<file path="config.mk">
export PLATFORM = sky130hd
export DESIGN_NAME = tick_gen
export DESIGN_NICKNAME = d
export VERILOG_FILES = /design/src/source/tick_gen.sv
export SDC_FILE = /design/constraint.sdc
export NUM_CORES = 1
export LEC_CHECK = 0
export BUFFER_PORTS_ARGS = -buffer_cell sky130_fd_sc_hd__buf_2
export CORE_UTILIZATION = 31
export DETAILED_ROUTE_END_ITERATION = 10
export MAX_ROUTING_LAYER = met4
export SETUP_SLACK_MARGIN = 0.5
export SYNTH_ARGS = -nofsm -noshare
export SYNTH_HDL_FRONTEND = slang
export SYNTH_SLANG_ARGS = --single-unit
</file>
<file path="constraint.sdc">
create_clock -name iClk -period 2.9 [get_ports iClk]
set_input_delay 0.58 -clock iClk [delete_from_list [all_inputs] [get_ports iClk]]
set_output_delay 0.58 -clock iClk [all_outputs]
set_load 0.005 [all_outputs]
</file>
<file path="src/source/tick_gen.sv">
// clock divider producing the one-cycle millisecond enable
module tick_gen #(
    parameter int tick_div = 100000         // clocks per tick
) (
    input  logic iClk,
    input  logic arst_n,
    output logic tick_1ms
);

    localparam int cnt_w = (tick_div > 1) ? $clog2(tick_div) : 1;

    logic [cnt_w-1:0] cnt;                  // clocks left before next pulse

    // ------------------------------------------------------------------------
    // down-counter, reload at zero
    // ------------------------------------------------------------------------
    always_ff @(posedge iClk or negedge arst_n) begin
        if (!arst_n) begin
            cnt      <= cnt_w'(tick_div - 1);
            tick_1ms <= 1'b0;
        end else if (cnt == '0) begin
            cnt      <= cnt_w'(tick_div - 1);   // next period
            tick_1ms <= 1'b1;                   // one clock wide
        end else begin
            cnt      <= cnt - 1'b1;
            tick_1ms <= 1'b0;
        end
    end

endmodule

</file>
==> run metrics <==
CP Class=reg -> reg; Int Power=approximately 0.31 mW; Starting Density=about a third; die footprint=3160 um^2; Resized Gates After CTS=0; Final Critical Period=about 1.7 ns; Slowest-stage cell, CP=or3b_2; Synth Area in Adders=under 10%; initial antenna violation count=0; unrepaired setup endpoints after global routing=no; top_reg_cell synth=dfstp_2; largest net degree at the start of global routing=19; Clock power frac=33.2%; Area contributors post-synth=dfstp_2 29%, dfrtp_1 22%, xor2_1 6.7%; routed wire length=between 1.5 and 2 mm; Worst slew margin=62.8%; post-synth top area share=28.8%; total CTS buffers=3; Worst-Margin Slew=0.550 ns; period utilization=between 50% and 60%; Die X=56.2 um; gr usage total=approximately an eighth; first-pass detailed-route iteration total=2; outcome=completed; worst-skew pair later-pin latency=0.29 ns; Iteration-0 DRC Markers=18; GPL Wtd Cong=0.779; count leader, synth=dfstp_2; Final Hold Vio Count=0; CTS tree=yes; post-synthesis mux area share=1.23%; CP Cell Sequence=inv_1 > ha_1 > or3b_2 > nor3_1 > xnor2_1 > nor2_1; pre-CTS setup slack=1.23 ns; Sequential Power Share=about 66%; post-CTS setup buffer count=0; reg-to-reg critical path endpoint=cnt[6]; Ant. Diodes=0; H-tree depth=1; Hold WS=0.198 ns; worst path buffer plus inverter count=1; Post-synth ARST share=100%; syn_area_per_cell=10.7 um^2; post-synthesis sequential area ratio=between 50% and 60%; fmax=582 MHz; static leakage=0.408 nW; Congestion Overflow GR=0; largest family of logic cells by synthesized area=simple AND/OR/NAND/NOR gates; Post-Synth Simple-Gate Area=29.8%; Commonest cells post-synth=10 x dfstp_2, 9 x nor2_1, 8 x dfrtp_1; Setup Skew=about 0.0044 ns; Post-synth EDFFs=0; Req. time, crit path=3.08 ns; Comb pwr share=1.3%; Mapped Nets=89; Top delay family on crit path=simple AND/OR/NAND/NOR gates; compound-gate portion of the synthesized area=3.57%; worst hold path type=in -> async; Largest stage delay, worst path=0.48 ns; routed len/inst=approximately 14 um; PortBufs=2; layout cell share with drive strength beyond 1=25.6%; setup slack, reg-to-reg=1.18 ns; CP Launch Type=register; Cell Rows=19; Post-Place Cell Area=~960 um^2; r2r startpoint=cnt[0]; Die H=~56 um; max cap viols=0; clock transition at the registers of the reported paths=~0.1 ns; Slew Limit Fails=0; critical path arrival=1.90 ns; vias in the first global route=697; Yosys cell types=33; worst-path fanout max=4; Max VDD drop=0.000239 V; Synth Instances=85; Core ar.=~2800 um^2; min setup slack post-route=1.18 ns; Syn-to-layout area delta=7.68%; flops & latches, synth=18; DR DRC count=0; # IOs=3; Clock Sink Count=18; ANT nets after route=0; CTS Root Cell=clkbuf_4; setup TNS=0 ns; Worst Setup End Kind=register; Longest Clk Path Bufs=2; vias per cell=5.26; post-DP HPWL=1.17 mm; Pwr per Cell Area=a little under 400 nW/um^2; post-route cell area=982 um^2; Vias=637; cts hold-fix bufs=0; Synth area leader=dfstp_2; first-pass GRT wire length=approximately 3 mm; Switching Share=20.5%; Final setup viols=0; XOR/XNOR Fraction of Synth Area=10.6%; Switching Power=0.0789 mW; final net count=95; Mapped Area=a little over 900 um^2; reg2reg path depth=6; yosys warns=0
==> cell usage in the layout, fill, tap and decap left out, types with 3 or more instances in the layout <==
cell and instances:
clkbuf_4 3, nor3_1 5, nor4_1 3, xor2_1 7, nand2_1 7, dfrtp_1 8
dfstp_2 10, nor2_1 9, nand4_1 3, xnor2_1 4
==> cell type report <==
class / count / area, um^2
clock buffer: 4 / 26.3
fill: 280 / 1800
inverter: 2 / 7.51
multi-input combinational: 64 / 437
sequential: 18 / 463
tap: 31 / 38.8
timing repair buffer: 2 / 10.0
==> worst max-delay path by stage <==
| stage | startpoint | cells past startpoint | to | slack, ns |
|---|---|---|---|---|
| 5_1_grt | cnt[1] | 6 | cnt[12] | 1.06 |
| 2_1_floorplan | cnt[0] | 6 | cnt[7] | 1.24 |
| 3_3_place_gp | cnt[5] | 4 | cnt[13] | 1.24 |
| 3_5_place_dp | cnt[0] | 5 | cnt[7] | 1.23 |
| 6_report | cnt[0] | 6 | cnt[6] | 1.18 |
| 4_1_cts | cnt[0] | 6 | cnt[6] | 1.18 |
==> state kept, by name (all words and copies together), names as in the netlist <==
register,cells
tick_1ms,1
cnt,17
==> stage by stage <==
step	power, mW	cells	util, %
after CTS	0.389	121	35.3
after global routing	0.404	121	35.3
after global placement	0.261	117	34.4
after floorplan	0.256	85	-
after detailed placement	0.261	117	34.4
final	0.384	121	35.3
==> power groups by stage <==
stage / combinational [mW] / sequential, mW / clock (mW)
final: 0.00510 / 0.252 / 0.128
after global placement: 0.00531 / 0.256 / 0
after global routing: 0.00614 / 0.252 / 0.146
after CTS: 0.00542 / 0.252 / 0.132
after floorplan: 0.000000183 / 0.256 / 0
after detailed placement: 0.00550 / 0.256 / 0
==> metal layers <==
layer,part of all wire (%),global-route usage (%)
met5,0,-
met2,47,20.1
met4,1.6,6.27
met1,49,15.7
met3,2.4,3.02
==> kinds of logic after synthesis <==
logic type | Yosys count
AO/OA/AOI/OAI | 5
XOR/XNOR | 11
adder cells (fa/ha/maj) | 2
buffers and inverters | 3
flip-flops | 18
multiplexers | 1
AND/OR/NAND/NOR | 45
==> worst reg2reg max path: stages, from the launching register on <==
cell,delay [ns]
dfstp_2,0.39
inv_1,0.08
ha_1,0.23
or3b_2,0.49
nor3_1,0.22
xnor2_1,0.15
nor2_1,0.06
Note: power is estimated with default switching activity, not from simulation.
