[src/source/game_pkg.sv]
// screen, sprite, terrain, button index, direction and timing constants
package game_pkg;

    // ------------------------------------------------------------------------
    // screen and sprite geometry
    // ------------------------------------------------------------------------
    localparam int h_disp        = 640;     // visible width
    localparam int v_disp        = 480;     // visible height
    localparam int h_disp_half   = 320;     // player stops here, field scrolls
    localparam int user_width    = 16;
    localparam int user_height   = 16;
    localparam int chip_size     = 16;      // terrain column width in pixels
    localparam int chip_shift    = $clog2(chip_size);
    localparam int h_chip_number = 40;      // columns on one screen

    // bit positions in the 6-bit button word
    localparam int btn_right = 0;
    localparam int btn_left  = 1;
    localparam int btn_a     = 4;           // jump key

    // free-direction word, a set bit allows motion that way
    localparam int free_up    = 3;
    localparam int free_down  = 2;
    localparam int free_right = 1;
    localparam int free_left  = 0;

    // ------------------------------------------------------------------------
    // facing and vertical state codes
    // ------------------------------------------------------------------------
    localparam logic [1:0] xdir_idle  = 2'd0;
    localparam logic [1:0] xdir_left  = 2'd1;
    localparam logic [1:0] xdir_right = 2'd2;

    localparam logic [1:0] ydir_idle = 2'd0;   // standing on ground
    localparam logic [1:0] ydir_jump = 2'd1;   // rising
    localparam logic [1:0] ydir_fall = 2'd2;

    // long-press ramp, gaps counted in ticks
    localparam int key_start_time = 14;     // first gap
    localparam int key_end_time   = 1;      // step fires here
    localparam int key_comp_time  = 3;      // shortest gap

    // jump arc
    localparam int jump_height_max   = 50;  // rise per jump in pixels
    localparam int fall_start_height = 30;  // speed index when walking off a ledge
    localparam int jump_max_count    = 2;   // jumps per airtime

    localparam int debounce_samples = 2;    // equal tick samples before btn moves

endpackage

[src/source/button_sync.sv]
// push-button synchronizer and tick-sampled debouncer
module button_sync (
    input  logic       iClk,
    input  logic       arst_n,
    input  logic       tick_1ms,
    input  logic [5:0] btn_raw,
    output logic [5:0] btn
);

    import game_pkg::*;

    localparam int run_w = $clog2(debounce_samples + 1);

    logic [5:0]       sync_1;               // first stage, may go metastable
    logic [5:0]       sync_2;               // safe to use
    logic [5:0]       samp_q;               // word seen on the last tick
    logic [run_w-1:0] run_cnt;              // equal samples in a row

    // two flops into the clock domain
    always_ff @(posedge iClk or negedge arst_n) begin
        if (!arst_n) begin
            sync_1 <= '0;
            sync_2 <= '0;
        end else begin
            sync_1 <= btn_raw;
            sync_2 <= sync_1;
        end
    end

    // ------------------------------------------------------------------------
    // debounce, one sample per tick
    // a bouncing contact keeps resetting the run
    // ------------------------------------------------------------------------
    always_ff @(posedge iClk or negedge arst_n) begin
        if (!arst_n) begin
            samp_q  <= '0;
            run_cnt <= '0;
            btn     <= '0;
        end else if (tick_1ms) begin
            samp_q <= sync_2;
            if (sync_2 != samp_q) begin
                run_cnt <= run_w'(1);           // new level, first sample
            end else if (run_cnt < run_w'(debounce_samples)) begin
                run_cnt <= run_cnt + 1'b1;      // saturates at the limit
            end
            if (sync_2 == samp_q && run_cnt >= run_w'(debounce_samples - 1)) begin
                btn <= sync_2;                  // stable long enough
            end
        end
    end

endmodule

[config.mk]
export PLATFORM = sky130hd
export DESIGN_NAME = button_sync
export DESIGN_NICKNAME = d
export VERILOG_FILES = /design/src/source/game_pkg.sv /design/src/source/button_sync.sv
export SDC_FILE = /design/constraint.sdc
export NUM_CORES = 1
export LEC_CHECK = 0
export BUFFER_PORTS_ARGS = -buffer_cell sky130_fd_sc_hd__buf_2
export CAP_MARGIN = 40
export CORE_MARGIN = 2
export CORE_UTILIZATION = 40
export DETAILED_ROUTE_END_ITERATION = 6
export SYNTH_ARGS = -nofsm -noshare
export SYNTH_HDL_FRONTEND = slang
export SYNTH_SLANG_ARGS = --single-unit
[constraint.sdc]
create_clock -name iClk -period 3.9 [get_ports iClk]
set_input_delay 0.195 -clock iClk [delete_from_list [all_inputs] [get_ports iClk]]
set_output_delay 0.195 -clock iClk [all_outputs]
set_load 0.01 [all_outputs]
==> flow_summary.yaml <==
routing:
  drc: 0
  ant_nets: 0
  routed_via_density: 4.59
  vias: 500
  drtPass1Iterations: 1
  first_iter_violations: 0
  wire_per_inst_um: 12.3
  finalWirelength_um: 1340
clocking:
  cts_tree: "yes"
  postCtsSetupBuffers: 0
  cts-root-buf: "clkbuf_4"
  clkLatencyLatePin_ps: 300
  cts_resized: 0
  clockBufferDepth: 2
  cts.sinks: 26
  clkTransAtPathRegs_ps: 130
  cts_buffers: 3
  cts_max_level: 1
  postCtsHoldBufs: 7
floorplanning:
  start_util_pct: 43.2
  die_h_um: 53.3
  die_width_um: 53.3
  io_pins: 15
  core_area_sq_um: 2250
  rows: 17
  die_area_sq_um: 2840
placement:
  place_hpwl_um: 884
  gp_congestion: 0.648
  io_buffers: 14
run_status:
  status: "completed"
sta:
  finClkSkew_ps: 6.80
  relSlewSlack_pct: 62.8
  rsz0062_at_grt: "false"
  setup_violations: 0
  tns_ps: 0
  tightest_slew_ps: 557
  hold_violations: 0
  max_clock_freq_mhz: 604
  post-route-period-util_pct: 42.4
  final_max_slew_viol_count: 0
  min_period_ps: 1650
logic_synthesis:
  avgSynthCellArea_sq_um: 16.8
  yosysMostFrequentCell: "dfrtp_1"
  synth_commonest_cells: "dfrtp_1, mux2_2, mux2_4, xor2_1, inv_1"
  synth.area.top_cells: "dfrtp_1, mux2_4, mux2_2"
  ys_seq_elements: 26
  synth_fp_nets: 68
  async_flop_share_pct: 100
  synth_largest_area_cell: "dfrtp_1"
  yosysWarningCount: 0
  synth.distinct_cells: 15
  seq_area_frac_synth_pct: 66.8
  netlist_area_sq_um: 973
  synthCells: 58
  synth_edf_count: 0
  yosysTopAreaCellShare_pct: 66.8
  synth_ff_type: "dfrtp_1"
worst_setup_path:
  cp_top_family: "simple AND/OR/NAND/NOR gates"
  worstSetupEndpointType: "flip-flop"
  required_ps: 4100
  worstPathArrival_ps: 1850
  critical_path_class: "flip-flop to flip-flop"
  cp-start-kind: "flip-flop"
  critPathSlowestCell: "dfrtp_1"
  cp_cell_sequence: "xor2_1, nor4_4, nand4b_4, mux2_4"
  worst_path_largest_cell_delay_ps: 420
  crit_buf_inv: 0
  reg2reg_slack_ps: 2250
  critPathMaxFanout: 6
global_route:
  grt_max_degree: 27
  antenna_found_initial: 0
  grt_pass1_vias: 576
  grt_pass1_wl_um: 2380
  overflow: 0
  track_usage_pct: 11.8
worst_hold_path:
  hp-class: "input pin to flip-flop"
pwr:
  p_leak_nw: 0.599
  peakVddDrop_v: 0.000263
  power_density_nw_per_um2: 453
final_layout:
  num_antenna_cells: 0
  drive_gt1_share_pct: 39.5
  layout.nets: 93
  final_core_util_pct: 51.8
  syn2layout_area_growth_pct: 19.9
flow_run:
  maxCapViolations: 0
layer usage:
metal  up-vias  routed length (um)  track usage [%]  share of wire (%)
met2         8                 639             20.2                 48
met3         2                  51             2.54                3.8
met1       246                 633             13.6                 47
li1        244                   -                -                  -
met5         -                   0                0                  0
met4         0                  14             6.41                1.0
kinds of logic after synthesis:
family / count (synthesis) / synth area share, %
adders and majority gates: 1 / 1.29
AOI/OAI and AO/OA: 4 / 2.57
muxes: 12 / 16.2
DFF: 26 / 66.8
xor gates and xnor gates: 6 / 5.40
and+or+nand+nor: 5 / 6.17
buffers and inverters: 4 / 1.54
report_power, final:
part           leakage [nW]  total [mW]  switching, mW  internal [mW]
Combinational         0.274       0.102         0.0431         0.0586
Sequential            0.312       0.322         0.0194          0.303
Clock                0.0138       0.105         0.0695         0.0360
worst reg2reg max path, cell delays in order, from the launching register on:
cell and delay, ps:
dfrtp_1 420, xor2_1 170, nor4_4 390, nand4b_4 230, mux2_4 340
stage by stage:
stage	instance area (sq um)	setup WS (ps)	total power [mW]	hold WS (ps)	std cells
floorplan	973	2340	0.388	-101	58
global placement	1070	2280	0.425	218	99
detailed placement	1070	2240	0.426	222	99
CTS	1170	2220	0.537	265	109
global route	1170	2150	0.557	262	109
finish	1170	2250	0.529	269	109
path summary, 6_finish.rpt:
path,from,to,depth (start not counted)
max in group asynchronous,arst_n,btn[3],2
min reg2reg,sync_1[0],sync_2[0],0
min in group asynchronous,arst_n,sync_1[5],2
max,sync_2[1],btn[4],4
min,tick_1ms,run_cnt[1],2
max reg2reg,sync_2[1],btn[4],4
layout make-up:
| class | instances | area (sq um) |
|---|---|---|
| flip-flops and latches | 26 | 651 |
| multi-input cells | 28 | 308 |
| inverters | 3 | 11.3 |
| well taps | 28 | 35.0 |
| repair buffers | 21 | 140 |
| clock buffers | 3 | 22.5 |
| fillers | 208 | 1090 |
state kept, by name (all words and copies together) (netlist names):
signal and count:
btn 6, run_cnt 2, samp_q 6, sync_1 6
sync_2 6
cell usage in the layout (no fill, tap or decap), drive strengths merged:
cell / Yosys / layout
buf: 1 / 14
a31oi: 1 / 1
clkbuf: 0 / 3
nand2: 1 / 1
dfrtp: 26 / 26
ha: 1 / 1
dlygate4sd3: 0 / 7
a21oi: 2 / 2
o22a: 1 / 1
mux2: 12 / 12
nand4b: 1 / 1
nand3: 1 / 1
xor2: 6 / 6
nor2: 1 / 1
nor4: 1 / 1
inv: 3 / 3
Note: power is estimated with default switching activity, not from simulation.
