===== src/source/game_pkg.sv =====
// screen, sprite, terrain, button index, direction and timing constants
package game_pkg;

    // ------------------------------------------------------------------------
    // screen and sprite geometry
    // ------------------------------------------------------------------------
    localparam int h_disp        = 640;     // visible width
    localparam int v_disp        = 480;     // visible height
    localparam int h_disp_half   = 320;     // player stops here, field scrolls
    localparam int user_width    = 16;
    localparam int user_height   = 16;
    localparam int chip_size     = 16;      // terrain column width in pixels
    localparam int chip_shift    = $clog2(chip_size);
    localparam int h_chip_number = 40;      // columns on one screen

    // bit positions in the 6-bit button word
    localparam int btn_right = 0;
    localparam int btn_left  = 1;
    localparam int btn_a     = 4;           // jump key

    // free-direction word, a set bit allows motion that way
    localparam int free_up    = 3;
    localparam int free_down  = 2;
    localparam int free_right = 1;
    localparam int free_left  = 0;

    // ------------------------------------------------------------------------
    // facing and vertical state codes
    // ------------------------------------------------------------------------
    localparam logic [1:0] xdir_idle  = 2'd0;
    localparam logic [1:0] xdir_left  = 2'd1;
    localparam logic [1:0] xdir_right = 2'd2;

    localparam logic [1:0] ydir_idle = 2'd0;   // standing on ground
    localparam logic [1:0] ydir_jump = 2'd1;   // rising
    localparam logic [1:0] ydir_fall = 2'd2;

    // long-press ramp, gaps counted in ticks
    localparam int key_start_time = 14;     // first gap
    localparam int key_end_time   = 1;      // step fires here
    localparam int key_comp_time  = 3;      // shortest gap

    // jump arc
    localparam int jump_height_max   = 50;  // rise per jump in pixels
    localparam int fall_start_height = 30;  // speed index when walking off a ledge
    localparam int jump_max_count    = 2;   // jumps per airtime

    localparam int debounce_samples = 2;    // equal tick samples before btn moves

endpackage


===== src/source/terrain_probe.sv =====
// ground-height lookup and free-direction bits for the player box
module terrain_probe (
    input  logic        iClk,
    input  logic        arst_n,
    input  logic [9:0]  user_xs,
    input  logic [9:0]  user_xe,
    input  logic [9:0]  user_ye,
    input  logic [15:0] field_x,
    input  logic [15:0] map_width,
    output logic [3:0]  map_free
);

    import game_pkg::*;

    // ------------------------------------------------------------------------
    // ground top y per world column, pattern repeats every 64 columns
    // ------------------------------------------------------------------------
    function automatic logic [9:0] ground_top(input logic [5:0] col);
        logic [9:0] top;
        case (col) inside
            [6'd48:6'd51]: top = 10'd368;   // raised block, needs a jump
            [6'd52:6'd55]: top = 10'd384;   // step down
            [6'd60:6'd63]: top = 10'd416;   // dip before the wrap
            default:       top = 10'd400;   // plain floor
        endcase
        return top;
    endfunction

    logic [15:0] px_lfoot;                  // world x under left edge
    logic [15:0] px_rfoot;                  // world x under right edge
    logic [15:0] px_ahead;                  // first pixel right of the box
    logic [15:0] px_behind;                 // first pixel left of the box
    logic [15:0] col_ahead;
    logic [9:0]  top_lfoot;
    logic [9:0]  top_rfoot;
    logic [9:0]  top_ahead;
    logic [9:0]  top_behind;
    logic        fall_ok;
    logic        blocked_right;
    logic        blocked_left;

    always_comb begin
        px_lfoot   = field_x + {6'd0, user_xs};
        px_rfoot   = field_x + {6'd0, user_xe} - 16'd1;
        px_ahead   = field_x + {6'd0, user_xe};
        px_behind  = field_x + {6'd0, user_xs} - 16'd1;
        col_ahead  = px_ahead >> chip_shift;
        top_lfoot  = ground_top(6'(px_lfoot >> chip_shift));
        top_rfoot  = ground_top(6'(px_rfoot >> chip_shift));
        top_ahead  = ground_top(6'(col_ahead));
        top_behind = ground_top(6'(px_behind >> chip_shift));
    end

    // smaller y is higher on screen
    always_comb begin
        fall_ok = (user_ye < top_lfoot) && (user_ye < top_rfoot)
               && (user_ye < 10'(v_disp));          // never sink below the screen
        blocked_right = (user_xe >= 10'(h_disp))    // screen edge
                     || (col_ahead >= map_width)    // end of map
                     || (top_ahead < user_ye);      // wall ahead
        blocked_left  = (user_xs == 10'd0 && field_x == 16'd0)
                     || (top_behind < user_ye);
    end

    // registered, one cycle behind the box
    always_ff @(posedge iClk or negedge arst_n) begin
        if (!arst_n) begin
            map_free <= '0;
        end else begin
            map_free[free_up]    <= 1'b1;           // no ceilings
            map_free[free_down]  <= fall_ok;
            map_free[free_right] <= !blocked_right;
            map_free[free_left]  <= !blocked_left;
        end
    end

endmodule


===== config.mk =====
export PLATFORM = sky130hd
export DESIGN_NAME = terrain_probe
export DESIGN_NICKNAME = d
export VERILOG_FILES = /design/src/source/game_pkg.sv /design/src/source/terrain_probe.sv
export SDC_FILE = /design/constraint.sdc
export NUM_CORES = 1
export LEC_CHECK = 0
export ABC_AREA = 1
export BUFFER_PORTS_ARGS = -buffer_cell sky130_fd_sc_hd__buf_2
export CAP_MARGIN = 20
export CORE_UTILIZATION = 46
export DETAILED_ROUTE_END_ITERATION = 7
export PLACE_DENSITY = 0.71
export SETUP_SLACK_MARGIN = 0.05
export SLEW_MARGIN = 10
export SYNTH_ARGS = -nofsm -noshare
export SYNTH_HDL_FRONTEND = slang
export SYNTH_SLANG_ARGS = --single-unit

===== constraint.sdc =====
create_clock -name iClk -period 1.45 [get_ports iClk]
set_clock_uncertainty 0.15 [all_clocks]
set_input_delay 0.145 -clock iClk [delete_from_list [all_inputs] [get_ports iClk]]
set_output_delay 0.145 -clock iClk [all_outputs]
set_load 0.005 [all_outputs]

==> impl_metrics.py <==
metrics = {
    "die": {
        "die_w_microns": 70.8,
        "die_h_microns": 70.8,
        "io_pins": 68,
        "fp.coreArea_sq_um": 4440,
        "die_area_sq_um": 5010,
        "num_rows": 24,
        "start_util_pct": 49.0,
    },
    "clock_tree": {
        "cts.sinks": 4,
        "clockRootBuffer": "clkbuf_8",
        "cts_buffer_depth": 2,
        "cts-buffers-inserted": 3,
        "htree_levels": 1,
        "path_clk_slew_ns": 0.03,
        "cts_tree": "done",
    },
    "timing": {
        "slew_viol_final": 0,
        "finalCritPeriodShare_pct": 192,
        "layout_min_cycle_time_ns": 2.78,
        "setup_viol": 3,
        "setup_ws_ns": -1.33,
        "final_hold_viol_count": 0,
        "worst_hold_slack_ns": 0.133,
        "fmax_mhz": 359,
        "grt_setup_unrepaired": "true",
    },
    "logic_synthesis": {
        "synth_top_family_by_area": "simple AND/OR/NAND/NOR gates",
        "synth_cell_type_count": 38,
        "synth_cells": 337,
        "yosys-top-cells-count": "nand2_1 (77), inv_1 (52), ha_1 (45)",
        "ys.flop_type": "dfrtp_1",
        "ys_seq_elements": 4,
        "synth_adder_area_share_pct": 27.7,
        "synth_area_leader_cell": "ha_1",
        "synth_nets": 448,
        "ys_warn_count": 0,
        "yosys-top-cells-area": "ha_1 (26%), nand2_1 (13%), inv_1 (9.0%)",
        "postSynthAreaPerCell_sq_um": 6.46,
        "synth-simple-area-share_pct": 36.7,
        "synth_compound_area_share_pct": 12.3,
        "synth_edf_count": 0,
        "synthXorXnorAreaFrac_pct": 8.34,
        "muxShareOfSynthArea_pct": 0,
        "async_reset_ff_share_pct": 100,
        "synth_top_area_share_pct": 25.9,
        "yosysMostFrequentCell": "nand2_1",
        "yosysSeqAreaShare_pct": 4.60,
        "syn_area_sq_um": 2180,
    },
    "place": {
        "place_inst": 518,
        "place.gp.congestion": 0.877,
        "dpl.hpwl_microns": 5180,
        "dpl_cell_area_sq_um": 3090,
        "io_buffers": 67,
    },
    "power": {
        "ir_drop_mv": 0.287,
        "total_leakage_power_nw": 1.91,
        "p_per_area_nw_per_um2": 566,
    },
    "route": {
        "via_count": 2774,
        "post-route-drc-count": 7,
        "drt_iter0_markers": 73,
        "wl_microns": 6900,
        "vias_per_cell": 5.24,
        "dr.pass1.iters": 7,
        "ant_nets": 0,
        "routedWlPerCell_microns": 13.0,
    },
    "worst_setup_path": {
        "cp_data_required_time_ns": 1.38,
        "critPathCaptureType": "register",
        "crit_slowest_cell": "fa_2",
        "worst-path-max-fanout": 4,
        "cpLargestDelayFamily": "adder cells",
        "cp_cell_sequence": "buf_8 -> ha_4 -> inv_2 -> fa_2 -> xnor2_1 -> nor3b_2 -> nand4_1 -> xor2_1 -> nand2_2 -> ha_4 -> a31o_4 -> a21oi_2 -> o21bai_1 -> a211oi_1 -> nor3_1",
        "max_stage_delay_ns": 0.36,
        "path_common_cell": "ha_4",
        "path_depth": 15,
        "crit_start": "field_x[0]",
        "critPathCapture": "map_free[0]",
        "crit_type": "in2reg",
        "cp.arrival_ns": 2.71,
        "cp-start-kind": "input pin",
        "crit_buf_inv": 2,
    },
    "layout": {
        "multi_input_area_sq_um": 2250,
        "fillerInstances": 338,
        "stdcell_count": 529,
        "ff_latch_area_sq_um": 100,
        "final_nets": 590,
        "top_regs": "map_free: 4 flops",
        "synthToLayoutAreaGrowth_pct": 65.8,
        "antenna_cells": 0,
        "layout-drive-gt1-share_pct": 50.1,
        "stdcell_area_sq_um": 3610,
        "largest_register": "map_free",
        "largest_reg_flops": 4,
        "post-route-util_pct": 81.2,
    },
    "hold_path": {
        "min_path_type": "in2async",
    },
    "grt": {
        "grt_antenna_before_repair": 0,
        "grt_max_degree": 7,
        "grt_pass1_vias": 2737,
        "grt_pass1_wl_microns": 10800,
        "grt_use_total_pct": 26.3,
        "grt_overflow": 0,
    },
    "job": {
        "max_cap_violations": 0,
    },
    "outcome": {
        "violations": "design-rule violations, negative setup slack",
        "status": "complete, but fails checks",
    },
}
[report_power, final]
group	switching [mW]	internal (mW)	leakage (nW)	total, mW
clock network	0.0541	0.177	0.0216	0.231
registers	0.00230	0.123	0.0493	0.125
logic	0.852	0.834	1.84	1.69
total	0.909	1.13	1.91	2.04
[layout by cell type, fill, tap and decap left out, types with 6 or more instances in the layout]
cell     netlist  layout
buf_4          0      64
buf_2          0      61
nand2_1       77      56
inv_1         52      48
ha_1          45      34
nand2_2        8      26
nor2_1        22      16
nand3_1       19      13
a21oi_1       18      12
inv_2          7      11
ha_4           0      11
nand4_1       10      10
nand3_2        5      10
a21oi_2        2       8
xor2_1        10       8
nor4_1         8       8
buf_6          0       8
xnor2_1        7       6
nor2_4         0       6
[per-stage QoR]
step	setup TNS [ns]	setup slack, ns	power [mW]
final	-3.64	-1.33	2.04
after global routing	-4.18	-1.56	2.23
after CTS	-3.64	-1.31	1.84
after detailed placement	-4.61	-1.63	1.49
after global placement	-4.45	-1.59	1.44
after floorplan	-3.45	-1.35	0.924
[kinds of logic (layout without fill, tap and decap cells)]
group           after synthesis  after routing
compound gates               41             41
xor+xnor                     19             19
fa+ha+maj                    47             47
buf+inv                      59            199
flops                         4              4
other cells                   1              1
simple gates                166            166
[final cells by class]
cell class                 count  area share (%)
sequential                     4            2.77
tap                           52            1.80
clock buffer                   3            1.14
inverter                      59            6.14
timing repair buffer         137            25.7
multi-input combinational    274            62.5
[how the worst min path moves through the flow]
stage	start	to	slack, ns	depth (start not counted)
after floorplan	arst_n	map_free[0]	-0.30	0
after global placement	arst_n	map_free[3]	-0.20	1
after detailed placement	arst_n	map_free[2]	-0.20	1
after CTS	arst_n	map_free[2]	0.11	2
after global routing	arst_n	map_free[0]	0.14	2
final	arst_n	map_free[3]	0.13	2
[per-layer routing]
| metal | vias up | part of all wire [%] | track usage, % |
|---|---|---|---|
| met1 | 1262 | 37 | 27.3 |
| met4 | 0 | 2.2 | 8.00 |
| met5 | - | 0 | 0 |
| li1 | 1408 | - | - |
| met2 | 86 | 57 | 55.2 |
| met3 | 18 | 3.8 | 1.57 |
[repair_timing]
item | 4_1_cts | 5_1_grt
endpoints found under the hold margin | 5 | 0
hold buffers | 2 | 0
resized for setup | 33 | 57
setup endpoints to repair | 3 | 3
pin swaps | 30 | 48
buffers inserted | 4 | 2
Power figures use the tool's default switching activity.
